[config.mk]
export PLATFORM = sky130hd
export DESIGN_NAME = lsu_unit
export DESIGN_NICKNAME = d
export VERILOG_FILES = /design/src/hdl/lsu_op_pkg.sv /design/src/hdl/lsu_mem_pkg.sv /design/src/hdl/lsu_commit_if.sv /design/src/hdl/lsu_unit.sv /design/src/hdl/lsu_commit_arb.sv /design/src/hdl/lsu_load_align.sv /design/src/hdl/lsu_req_format.sv /design/src/hdl/lsu_elastic_buf.sv
export VERILOG_INCLUDE_DIRS = /design/src /design/src/hdl
export SDC_FILE = /design/constraint.sdc
export NUM_CORES = 1
export LEC_CHECK = 0
export ABC_CLOCK_PERIOD_IN_PS = 13900
export BUFFER_PORTS_ARGS = -buffer_cell sky130_fd_sc_hd__buf_4
export CAP_MARGIN = 0
export CORE_MARGIN = 3
export CORE_UTILIZATION = 50
export DETAILED_ROUTE_END_ITERATION = 8
export PLACE_DENSITY = 0.78
export SYNTH_ARGS = -nofsm -noshare
export SYNTH_HDL_FRONTEND = slang
export SYNTH_SLANG_ARGS = --single-unit
[constraint.sdc]
create_clock -name clk -period 13.9 [get_ports clk]
set_input_delay 1.39 -clock clk [delete_from_list [all_inputs] [get_ports clk]]
set_output_delay 1.39 -clock clk [all_outputs]
set_load 0.005 [all_outputs]
[src/hdl/lsu_consts.svh]
// widths and sizes of the load/store unit
// data path, addressing, register and warp fields, buffer depth

`ifndef LSU_CONSTS_SVH
`define LSU_CONSTS_SVH

// data and address width
`define LSU_XLEN 32

// one cache word per request
`define LSU_WORD_BYTES 4
`define LSU_ALIGN_BITS 2
`define LSU_WADDR_BITS 30

// register number
`define LSU_NR_BITS 5

// warp id
`define LSU_WID_BITS 2

// entries per elastic buffer
`define LSU_BUF_DEPTH 2

`endif
[src/hdl/lsu_op_pkg.sv]
// instruction-side types of the load/store unit
// opcode enum, access size, load extension kind

package lsu_op_pkg;

    // top bit marks a store, bit 2 a zero-extending load,
    // low two bits give the access size
    typedef enum logic [3:0] {
        LB  = 4'b0000,
        LH  = 4'b0001,
        LW  = 4'b0010,
        LBU = 4'b0100,
        LHU = 4'b0101,
        SB  = 4'b1000,
        SH  = 4'b1001,
        SW  = 4'b1010
    } lsu_op_e;

    typedef enum logic [1:0] {
        SIZE_B = 2'b00,
        SIZE_H = 2'b01,
        SIZE_W = 2'b10
    } lsu_size_e;

    // sign or zero extension of a narrow load
    typedef enum logic {
        SIGN_EXT = 1'b0,
        ZERO_EXT = 1'b1
    } lsu_sign_e;

endpackage

[src/hdl/lsu_mem_pkg.sv]
// memory-side types of the load/store unit
// request tag carried through the cache, word views of a response

`include "lsu_consts.svh"

package lsu_mem_pkg;

    // everything the load path needs back from a response
    typedef struct packed {
        logic [`LSU_WID_BITS-1:0]   wid;
        logic [`LSU_XLEN-1:0]       pc;
        logic [`LSU_NR_BITS-1:0]    rd;
        lsu_op_pkg::lsu_op_e        op;
        logic [`LSU_ALIGN_BITS-1:0] offset;
    } lsu_tag_t;

    localparam int TAG_BITS = $bits(lsu_tag_t);

    // one memory word, as bytes or as halves
    typedef union packed {
        logic [`LSU_WORD_BYTES-1:0][7:0]       bytes;
        logic [`LSU_WORD_BYTES/2-1:0][15:0]    halves;
    } lsu_word_u;

endpackage

[src/hdl/lsu_commit_if.sv]
// commit interfaces between the internal paths
// lsu_ld_commit_if: load results from the load-align path
// lsu_st_commit_if: store completions from the request formatter

`timescale 1ns/10ps
`include "lsu_consts.svh"

interface lsu_ld_commit_if;
    logic                     valid;
    logic                     ready;
    logic [`LSU_WID_BITS-1:0] wid;
    logic [`LSU_XLEN-1:0]     pc;
    logic [`LSU_NR_BITS-1:0]  rd;
    logic [`LSU_XLEN-1:0]     data;

    modport src (
        output valid, wid, pc, rd, data,
        input  ready
    );

    modport dst (
        input  valid, wid, pc, rd, data,
        output ready
    );
endinterface

// stores write nothing back, so no rd or data
interface lsu_st_commit_if;
    logic                     valid;
    logic                     ready;
    logic [`LSU_WID_BITS-1:0] wid;
    logic [`LSU_XLEN-1:0]     pc;

    modport src (
        output valid, wid, pc,
        input  ready
    );

    modport dst (
        input  valid, wid, pc,
        output ready
    );
endinterface

[src/hdl/lsu_unit.sv]
// lsu_unit: single-lane load/store unit top level
// request formatter, load-align path, commit arbiter

`timescale 1ns/10ps
`include "lsu_consts.svh"

module lsu_unit (
    input  logic                             clk,
    input  logic                             reset,
    input  logic                             dispatch_valid,
    output logic                             dispatch_ready,
    input  logic [`LSU_WID_BITS-1:0]         dispatch_wid,
    input  logic [`LSU_XLEN-1:0]             dispatch_pc,
    input  lsu_op_pkg::lsu_op_e              dispatch_op,
    input  logic [`LSU_NR_BITS-1:0]          dispatch_rd,
    input  logic [`LSU_XLEN-1:0]             dispatch_rs1,
    input  logic [`LSU_XLEN-1:0]             dispatch_rs2,
    input  logic [`LSU_XLEN-1:0]             dispatch_imm,
    output logic                             mem_req_valid,
    output logic                             mem_req_rw,
    output logic [`LSU_WADDR_BITS-1:0]       mem_req_addr,
    output logic [`LSU_WORD_BYTES-1:0]       mem_req_byteen,
    output logic [`LSU_XLEN-1:0]             mem_req_data,
    output logic [lsu_mem_pkg::TAG_BITS-1:0] mem_req_tag,
    input  logic                             mem_req_ready,
    input  logic                             mem_rsp_valid,
    input  logic [`LSU_XLEN-1:0]             mem_rsp_data,
    input  logic [lsu_mem_pkg::TAG_BITS-1:0] mem_rsp_tag,
    output logic                             mem_rsp_ready,
    output logic                             commit_valid,
    input  logic                             commit_ready,
    output logic [`LSU_WID_BITS-1:0]         commit_wid,
    output logic [`LSU_XLEN-1:0]             commit_pc,
    output logic [`LSU_NR_BITS-1:0]          commit_rd,
    output logic                             commit_wb,
    output logic [`LSU_XLEN-1:0]             commit_data
);
    lsu_ld_commit_if ld_commit ();
    lsu_st_commit_if st_commit ();

    lsu_req_format req_format (
        .clk            (clk),
        .reset          (reset),
        .dispatch_valid (dispatch_valid),
        .dispatch_ready (dispatch_ready),
        .dispatch_wid   (dispatch_wid),
        .dispatch_pc    (dispatch_pc),
        .dispatch_op    (dispatch_op),
        .dispatch_rd    (dispatch_rd),
        .dispatch_rs1   (dispatch_rs1),
        .dispatch_rs2   (dispatch_rs2),
        .dispatch_imm   (dispatch_imm),
        .mem_req_valid  (mem_req_valid),
        .mem_req_rw     (mem_req_rw),
        .mem_req_addr   (mem_req_addr),
        .mem_req_byteen (mem_req_byteen),
        .mem_req_data   (mem_req_data),
        .mem_req_tag    (mem_req_tag),
        .mem_req_ready  (mem_req_ready),
        .st_commit      (st_commit.src)
    );

    lsu_load_align load_align (
        .clk           (clk),
        .reset         (reset),
        .mem_rsp_valid (mem_rsp_valid),
        .mem_rsp_ready (mem_rsp_ready),
        .mem_rsp_data  (mem_rsp_data),
        .mem_rsp_tag   (mem_rsp_tag),
        .ld_commit     (ld_commit.src)
    );

    lsu_commit_arb commit_arb (
        .clk          (clk),
        .reset        (reset),
        .ld_commit    (ld_commit.dst),
        .st_commit    (st_commit.dst),
        .commit_valid (commit_valid),
        .commit_wid   (commit_wid),
        .commit_pc    (commit_pc),
        .commit_rd    (commit_rd),
        .commit_wb    (commit_wb),
        .commit_data  (commit_data),
        .commit_ready (commit_ready)
    );

endmodule

[src/hdl/lsu_commit_arb.sv]
// load and store commit merge
// round-robin grant and registered commit output

`timescale 1ns/10ps
`include "lsu_consts.svh"

module lsu_commit_arb (
    input  logic                     clk,
    input  logic                     reset,
    lsu_ld_commit_if.dst             ld_commit,
    lsu_st_commit_if.dst             st_commit,
    output logic                     commit_valid,
    output logic [`LSU_WID_BITS-1:0] commit_wid,
    output logic [`LSU_XLEN-1:0]     commit_pc,
    output logic [`LSU_NR_BITS-1:0]  commit_rd,
    output logic                     commit_wb,
    output logic [`LSU_XLEN-1:0]     commit_data,
    input  logic                     commit_ready
);
    logic out_free;
    logic grant_ld;
    logic grant_st;
    logic take;
    logic last_ld;

    assign out_free = commit_ready || !commit_valid;

    // on a tie the side not served last wins
    assign grant_ld = ld_commit.valid && (!st_commit.valid || !last_ld);
    assign grant_st = st_commit.valid && !grant_ld;
    assign take     = out_free && (grant_ld || grant_st);

    assign ld_commit.ready = out_free && grant_ld;
    assign st_commit.ready = out_free && grant_st;

    always_ff @(posedge clk) begin
        if (reset) begin
            commit_valid <= 1'b0;
            last_ld      <= 1'b0;
        end else begin
            if (out_free) begin
                commit_valid <= grant_ld || grant_st;
            end
            if (take) begin
                last_ld <= grant_ld;
            end
        end
    end

    // stores write back nothing
    always_ff @(posedge clk) begin
        if (take) begin
            commit_wid  <= grant_ld ? ld_commit.wid : st_commit.wid;
            commit_pc   <= grant_ld ? ld_commit.pc : st_commit.pc;
            commit_rd   <= grant_ld ? ld_commit.rd : '0;
            commit_wb   <= grant_ld;
            commit_data <= grant_ld ? ld_commit.data : '0;
        end
    end

    // each path keeps its offer until granted
    ld_offer_hold: assert property (@(posedge clk) disable iff (reset)
        (ld_commit.valid && !ld_commit.ready) |=> (ld_commit.valid
            && $stable({ld_commit.wid, ld_commit.pc, ld_commit.rd, ld_commit.data})))
        else $error("load commit withdrawn before grant");

    st_offer_hold: assert property (@(posedge clk) disable iff (reset)
        (st_commit.valid && !st_commit.ready) |=> (st_commit.valid
            && $stable({st_commit.wid, st_commit.pc})))
        else $error("store commit withdrawn before grant");

endmodule

[src/hdl/lsu_load_align.sv]
// lsu_load_align: load response formatting
// tag decode, byte/half selection, sign or zero extension, result buffer

`timescale 1ns/10ps
`include "lsu_consts.svh"

module lsu_load_align (
    input  logic                             clk,
    input  logic                             reset,
    input  logic                             mem_rsp_valid,
    output logic                             mem_rsp_ready,
    input  logic [`LSU_XLEN-1:0]             mem_rsp_data,
    input  logic [lsu_mem_pkg::TAG_BITS-1:0] mem_rsp_tag,
    lsu_ld_commit_if.src                     ld_commit
);
    localparam int LD_BITS = `LSU_WID_BITS + `LSU_XLEN + `LSU_NR_BITS + `LSU_XLEN;

    lsu_mem_pkg::lsu_tag_t  rsp_tag;
    lsu_mem_pkg::lsu_word_u rsp_word;
    logic [3:0]             rsp_op;
    lsu_op_pkg::lsu_size_e  rsp_size;
    logic                   rsp_zext;
    logic [7:0]             rsp_byte;
    logic [15:0]            rsp_half;
    logic [`LSU_XLEN-1:0]   rsp_data;
    logic [LD_BITS-1:0]     ld_out;

    assign rsp_tag  = mem_rsp_tag;
    assign rsp_word = mem_rsp_data;
    assign rsp_op   = rsp_tag.op;
    assign rsp_size = lsu_op_pkg::lsu_size_e'(rsp_op[1:0]);
    assign rsp_zext = (lsu_op_pkg::lsu_sign_e'(rsp_op[2]) == lsu_op_pkg::ZERO_EXT);

    // byte by full offset, half by its upper bit
    assign rsp_byte = rsp_word.bytes[rsp_tag.offset];
    assign rsp_half = rsp_word.halves[rsp_tag.offset[1]];

    always_comb begin
        case (rsp_size)
            lsu_op_pkg::SIZE_B:
                rsp_data = {{(`LSU_XLEN-8){rsp_byte[7] & ~rsp_zext}}, rsp_byte};
            lsu_op_pkg::SIZE_H:
                rsp_data = {{(`LSU_XLEN-16){rsp_half[15] & ~rsp_zext}}, rsp_half};
            default:
                rsp_data = rsp_word;
        endcase
    end

    lsu_elastic_buf #(
        .DATAW (LD_BITS)
    ) ld_buf (
        .clk       (clk),
        .reset     (reset),
        .valid_in  (mem_rsp_valid),
        .ready_in  (mem_rsp_ready),
        .data_in   ({rsp_tag.wid, rsp_tag.pc, rsp_tag.rd, rsp_data}),
        .valid_out (ld_commit.valid),
        .ready_out (ld_commit.ready),
        .data_out  (ld_out)
    );

    assign {ld_commit.wid, ld_commit.pc, ld_commit.rd, ld_commit.data} = ld_out;

endmodule

[src/hdl/lsu_req_format.sv]
// lsu_req_format: dispatch to data-cache request
// effective address, byte enables, store data alignment, request tag,
// store-commit buffering

`timescale 1ns/10ps
`include "lsu_consts.svh"

module lsu_req_format (
    input  logic                                clk,
    input  logic                                reset,
    input  logic                                dispatch_valid,
    output logic                                dispatch_ready,
    input  logic [`LSU_WID_BITS-1:0]            dispatch_wid,
    input  logic [`LSU_XLEN-1:0]                dispatch_pc,
    input  lsu_op_pkg::lsu_op_e                 dispatch_op,
    input  logic [`LSU_NR_BITS-1:0]             dispatch_rd,
    input  logic [`LSU_XLEN-1:0]                dispatch_rs1,
    input  logic [`LSU_XLEN-1:0]                dispatch_rs2,
    input  logic [`LSU_XLEN-1:0]                dispatch_imm,
    output logic                                mem_req_valid,
    output logic                                mem_req_rw,
    output logic [`LSU_WADDR_BITS-1:0]          mem_req_addr,
    output logic [`LSU_WORD_BYTES-1:0]          mem_req_byteen,
    output logic [`LSU_XLEN-1:0]                mem_req_data,
    output logic [lsu_mem_pkg::TAG_BITS-1:0]    mem_req_tag,
    input  logic                                mem_req_ready,
    lsu_st_commit_if.src                        st_commit
);
    localparam int ST_BITS = `LSU_WID_BITS + `LSU_XLEN;

    logic [`LSU_XLEN-1:0]       full_addr;
    logic [`LSU_ALIGN_BITS-1:0] req_align;
    logic                       is_store;
    lsu_op_pkg::lsu_size_e      req_size;
    logic                       misaligned;
    logic                       st_buf_ready;
    logic                       st_push;
    logic [ST_BITS-1:0]         st_out;
    lsu_mem_pkg::lsu_tag_t      req_tag;

    assign full_addr    = dispatch_rs1 + dispatch_imm;
    assign req_align    = full_addr[`LSU_ALIGN_BITS-1:0];
    assign mem_req_addr = full_addr[`LSU_XLEN-1:`LSU_ALIGN_BITS];

    assign is_store = dispatch_op[3];
    assign req_size = lsu_op_pkg::lsu_size_e'(dispatch_op[1:0]);

    always_comb begin
        mem_req_byteen = '0;
        case (req_size)
            lsu_op_pkg::SIZE_B: mem_req_byteen[req_align] = 1'b1;
            lsu_op_pkg::SIZE_H: begin
                mem_req_byteen[{req_align[1], 1'b0}] = 1'b1;
                mem_req_byteen[{req_align[1], 1'b1}] = 1'b1;
            end
            default: mem_req_byteen = '1;
        endcase
    end

    // narrow store data moves up to its byte lane
    assign mem_req_data = dispatch_rs2 << {req_align, 3'b000};

    assign misaligned = ((req_size == lsu_op_pkg::SIZE_H) && req_align[0])
                     || ((req_size == lsu_op_pkg::SIZE_W) && (req_align != '0));

    assign req_tag.wid    = dispatch_wid;
    assign req_tag.pc     = dispatch_pc;
    assign req_tag.rd     = dispatch_rd;
    assign req_tag.op     = dispatch_op;
    assign req_tag.offset = req_align;
    assign mem_req_tag    = req_tag;

    // a store goes out only with room for its commit
    assign mem_req_valid  = dispatch_valid && (!is_store || st_buf_ready);
    assign dispatch_ready = mem_req_ready && (!is_store || st_buf_ready);
    assign mem_req_rw     = is_store;
    assign st_push        = mem_req_valid && mem_req_ready && is_store;

    lsu_elastic_buf #(
        .DATAW (ST_BITS)
    ) st_buf (
        .clk       (clk),
        .reset     (reset),
        .valid_in  (st_push),
        .ready_in  (st_buf_ready),
        .data_in   ({dispatch_wid, dispatch_pc}),
        .valid_out (st_commit.valid),
        .ready_out (st_commit.ready),
        .data_out  (st_out)
    );

    assign {st_commit.wid, st_commit.pc} = st_out;

    misaligned_access: assert property (@(posedge clk) disable iff (reset)
        (dispatch_valid && dispatch_ready) |-> !misaligned)
        else $error("misaligned access pc=%h addr=%h", dispatch_pc, full_addr);

endmodule

[src/hdl/lsu_elastic_buf.sv]
// two-entry valid/ready buffer
// output register plus one skid entry

`timescale 1ns/10ps
`include "lsu_consts.svh"

module lsu_elastic_buf #(
    parameter int DATAW = 8
) (
    input  logic             clk,
    input  logic             reset,
    input  logic             valid_in,
    output logic             ready_in,
    input  logic [DATAW-1:0] data_in,
    output logic             valid_out,
    input  logic             ready_out,
    output logic [DATAW-1:0] data_out
);
    logic             skid_valid;
    logic [DATAW-1:0] skid_data;
    logic [1:0]       n_used;
    logic             push;
    logic             out_free;

    assign n_used   = {1'b0, valid_out} + {1'b0, skid_valid};
    assign ready_in = (n_used != 2'(`LSU_BUF_DEPTH));
    assign push     = valid_in && ready_in;
    assign out_free = ready_out || !valid_out;

    always_ff @(posedge clk) begin
        if (reset) begin
            valid_out  <= 1'b0;
            skid_valid <= 1'b0;
        end else if (out_free) begin
            valid_out  <= skid_valid || push;
            skid_valid <= 1'b0;
        end else if (push) begin
            skid_valid <= 1'b1;
        end
    end

    // skid entry drains first as the older item
    always_ff @(posedge clk) begin
        if (out_free) begin
            data_out <= skid_valid ? skid_data : data_in;
        end
        if (push && !out_free) begin
            skid_data <= data_in;
        end
    end

    // an item offered while full waits for room
    input_hold: assert property (@(posedge clk) disable iff (reset)
        (valid_in && !ready_in) |=> (valid_in && $stable(data_in)))
        else $error("elastic buffer input dropped while full");

endmodule

==> results.py <==
metrics = {
    "outcome": {
        "status": "finished, final reports clean",
    },
    "power_and_ir_drop": {
        "power.leakage_nw": 7.07,
        "seqPwrFrac_pct": 49.7,
        "p_sw_share_pct": 24.0,
        "combPwrFrac_pct": 18.3,
        "internal-power_mw": 1.60,
        "switching_power_uw": 506,
        "power_density_nw_per_um2": 120,
        "peakVddDrop_uv": 154,
        "power.total_mw": 2.11,
        "clockPowerShare_pct": 32.0,
    },
    "critical_path": {
        "max_stage_delay_ns": 0.64,
        "rrSetupSlack_ns": 10.79,
        "r2r-start": "load_align.ld_buf.valid_out$_SDFFE_PP0P_",
        "worst-r2r-cell-count": 5,
        "critical_path.max_fanout": 3,
        "start_kind": "input pin",
        "crit_arrival_ns": 3.87,
        "worst_path_max_delay_cell": "a2111oi_2",
        "rr_endpoint": "req_format.st_buf.skid_data[2]$_DFFE_PP_",
        "crit_buf_inv": 2,
        "path_cells": "buf_4 > ha_1 > a211oi_1 > o21ai_1 > o21a_1 > a2111oi_2 > nor3_1 > a311oi_1 > xnor2_1 > buf_4",
        "crit_type": "input pin to output pin",
        "critPathTopFamily": "compound AO/OA/AOI/OAI gates",
        "crit_top_cell": "buf_4",
        "cp-end-kind": "output pin",
        "cp.required_ns": 12.51,
    },
    "timing": {
        "skew_ns": 0.0134,
        "hold_viol": 0,
        "timing.setup.tns_ns": 0,
        "setup_viol": 0,
        "min_period_ns": 5.26,
        "drv_slew": 0,
        "relSlewSlack_pct": 19.3,
        "rsz0062_at_grt": "no",
        "fmax_mhz": 190,
        "worst_slew_pin_slew_ns": 1.20,
        "finalCritPeriodShare_pct": 37.8,
    },
    "cts": {
        "cts_root_buf": "clkbuf_16",
        "htreeDepth": 1,
        "postCtsSetupBuffers": 0,
        "cts_tree": "built",
        "clkTransAtPathRegs_ns": 0.06,
        "clock_latency_ns": 0.53,
        "holdBufCountCts": 0,
        "ctsResizeCount": 0,
        "cts.sinks": 288,
        "cts_buffer_depth": 3,
        "cts_buffers": 27,
    },
    "routing": {
        "routed_via_density": 5.42,
        "wl_per_cell_um": 20.2,
        "drc_errors": 0,
        "dr.pass1.iters": 5,
        "drt_iter0_drc": 573,
        "detail_route.wirelength_mm": 34.6,
        "vias": 9289,
        "ant_nets": 0,
    },
    "die": {
        "die_h_um": 172,
        "die_x_um": 172,
        "die_area_um2": 29600,
        "initial_core_util_pct": 51.0,
        "ios": 410,
        "core_um2": 27000,
        "rows": 60,
    },
    "job": {
        "cap_violations": 0,
    },
    "placement": {
        "io_buffers": 396,
        "place_hpwl_mm": 24.2,
        "gp_congestion": 0.872,
    },
    "yosys": {
        "synthMuxAreaShare_pct": 13.2,
        "ys_types": 55,
        "mappedNetlistArea_um2": 13800,
        "synth_area_leader_cell": "edfxtp_1",
        "yosys.area_share.simple_pct": 7.91,
        "synth_top_family_by_area": "multiplexers",
        "yosys_warnings": 0,
        "ys_seq_area_share_pct": 62.3,
        "synth_top_flop_cell": "edfxtp_1",
        "synth_cells": 1012,
        "async_flop_share_pct": 0,
        "synthAdderAreaFrac_pct": 2.96,
        "synth_top_area_share_pct": 61.5,
        "ys_ff_latch": 288,
        "synth_area_leaders": "edfxtp_1 61%, mux2_2 11%, ha_1 2.8%",
        "synth_edf_count": 282,
        "synth_compound_area_share_pct": 7.54,
        "syn_nets": 1266,
        "synth_xor_area_share_pct": 1.97,
        "syn-mean-instance-area_um2": 13.6,
    },
    "global_routing": {
        "grt_pass1_vias": 9339,
        "grt_overflow": 0,
        "grt_pass1_wl_mm": 51.7,
        "grt_usage_pct": 22.1,
        "grt_max_degree": 75,
        "grt_antenna_before_repair": 1,
    },
    "min_path": {
        "min_from": "load_align.ld_buf.data_out[3]$_DFFE_PP_",
        "hold_depth": 1,
        "hold_path_class": "register to register",
        "holdPathEnd": "commit_arb.commit_data[3]$_SDFFCE_PN0P_",
    },
    "finish": {
        "final_cell_mix": "405 x buf_4, 282 x edfxtp_1, 137 x mux2_2",
        "drive_gt1_share_pct": 43.1,
        "syn_to_final_growth_pct": 27.6,
        "final_common_cell": "buf_4",
        "finalNetCount": 1608,
    },
}
[how the worst max path moves through the flow]
stage,end,start,cells after the start
floorplan,load_align.ld_buf.skid_data[0]$_DFFE_PP_,commit_ready,4
global placement,mem_req_addr[15],dispatch_rs1[1],10
detailed placement,mem_req_addr[15],dispatch_rs1[1],10
CTS,mem_req_addr[15],dispatch_rs1[1],10
global route,mem_req_addr[24],dispatch_rs1[0],12
finish,mem_req_addr[15],dispatch_rs1[1],10
[stage by stage]
step / util (%) / worst slack, ns / area (µm²) / hold WS [ns] / cells
after floorplan: - / 4.70 / 13800 / 0.497 / 1012
after global placement: 62.1 / 8.71 / 16800 / 0.500 / 1666
after detailed placement: 62.1 / 8.70 / 16800 / 0.503 / 1666
after CTS: 65.1 / 8.69 / 17600 / 0.500 / 1713
after global routing: 65.1 / 8.50 / 17600 / 0.517 / 1714
final: 65.1 / 8.64 / 17600 / 0.509 / 1714
[cell type report]
class	instances	area [µm²]
sequential	288	8590
tap	341	427
timing repair buffer	405	3040
clock buffer	34	702
fill	2029	9440
clock inverter	13	97.6
antenna	1	2.50
multi-input combinational	619	4670
inverter	13	48.8
[registers in the layout (all words and copies together) (netlist names)]
name / cells
load_align.ld_buf.data_out: 71
commit_arb.commit_wid: 2
commit_arb.commit_rd: 5
commit_arb.commit_wb: 1
commit_arb.commit_pc: 32
commit_arb.commit_data: 32
req_format.st_buf.valid_out: 1
commit_arb.last_ld: 1
req_format.st_buf.skid_data: 34
commit_arb.commit_valid: 1
load_align.ld_buf.valid_out: 1
load_align.ld_buf.skid_data: 71
req_format.st_buf.data_out: 34
load_align.ld_buf.skid_valid: 1
req_format.st_buf.skid_valid: 1
[synthesized netlist by cell type, types with 6 or more instances]
master	n
o22a_1	7
inv_1	12
nor2_1	47
o21ai_0	20
buf_4	44
o21bai_1	8
and2_1	49
xnor2_1	20
o21ai_1	21
nand3_1	6
a211oi_1	12
nand2b_1	6
nand2_1	76
ha_1	31
xor2_1	11
nor3_1	6
mux2i_1	24
mux2_2	137
clkbuf_1	39
nand4_1	8
a21oi_1	66
dfxtp_1	6
edfxtp_1	282
nor2b_1	12
a21o_1	10
[worst register-to-register path: cells and delay by family, from the launching register on]
family	cells	cell delay, ns
AO/OA/AOI/OAI	2	0.30
AND/OR/NAND/NOR	1	0.93
buffers and inverters	2	1.05
flip-flops	1	0.43
[power by group through the flow]
stage | Combinational [mW] | Clock [mW] | Sequential [mW]
2_1_floorplan | 0.192 | 0 | 1.06
3_3_place_gp | 0.382 | 0 | 1.06
3_5_place_dp | 0.387 | 0 | 1.07
4_1_cts | 0.388 | 0.691 | 1.05
5_1_grt | 0.421 | 0.724 | 1.05
6_report | 0.386 | 0.675 | 1.05
[metal layers]
metal	vias to the layer above	global-route usage [%]	share of wire (%)
li1	4393	-	-
met1	4475	28.4	40
met2	366	38.6	50
met3	55	3.84	7.3
met4	0	6.49	2.6
met5	-	0	0
[cells by family after synthesis]
family,Yosys count
multiplexers,164
AO/OA/AOI/OAI,169
XOR/XNOR,31
buffers and inverters,105
AND/OR/NAND/NOR,223
flip-flops,288
adder cells (fa/ha/maj),32
(Power assumes the default switching activity.)
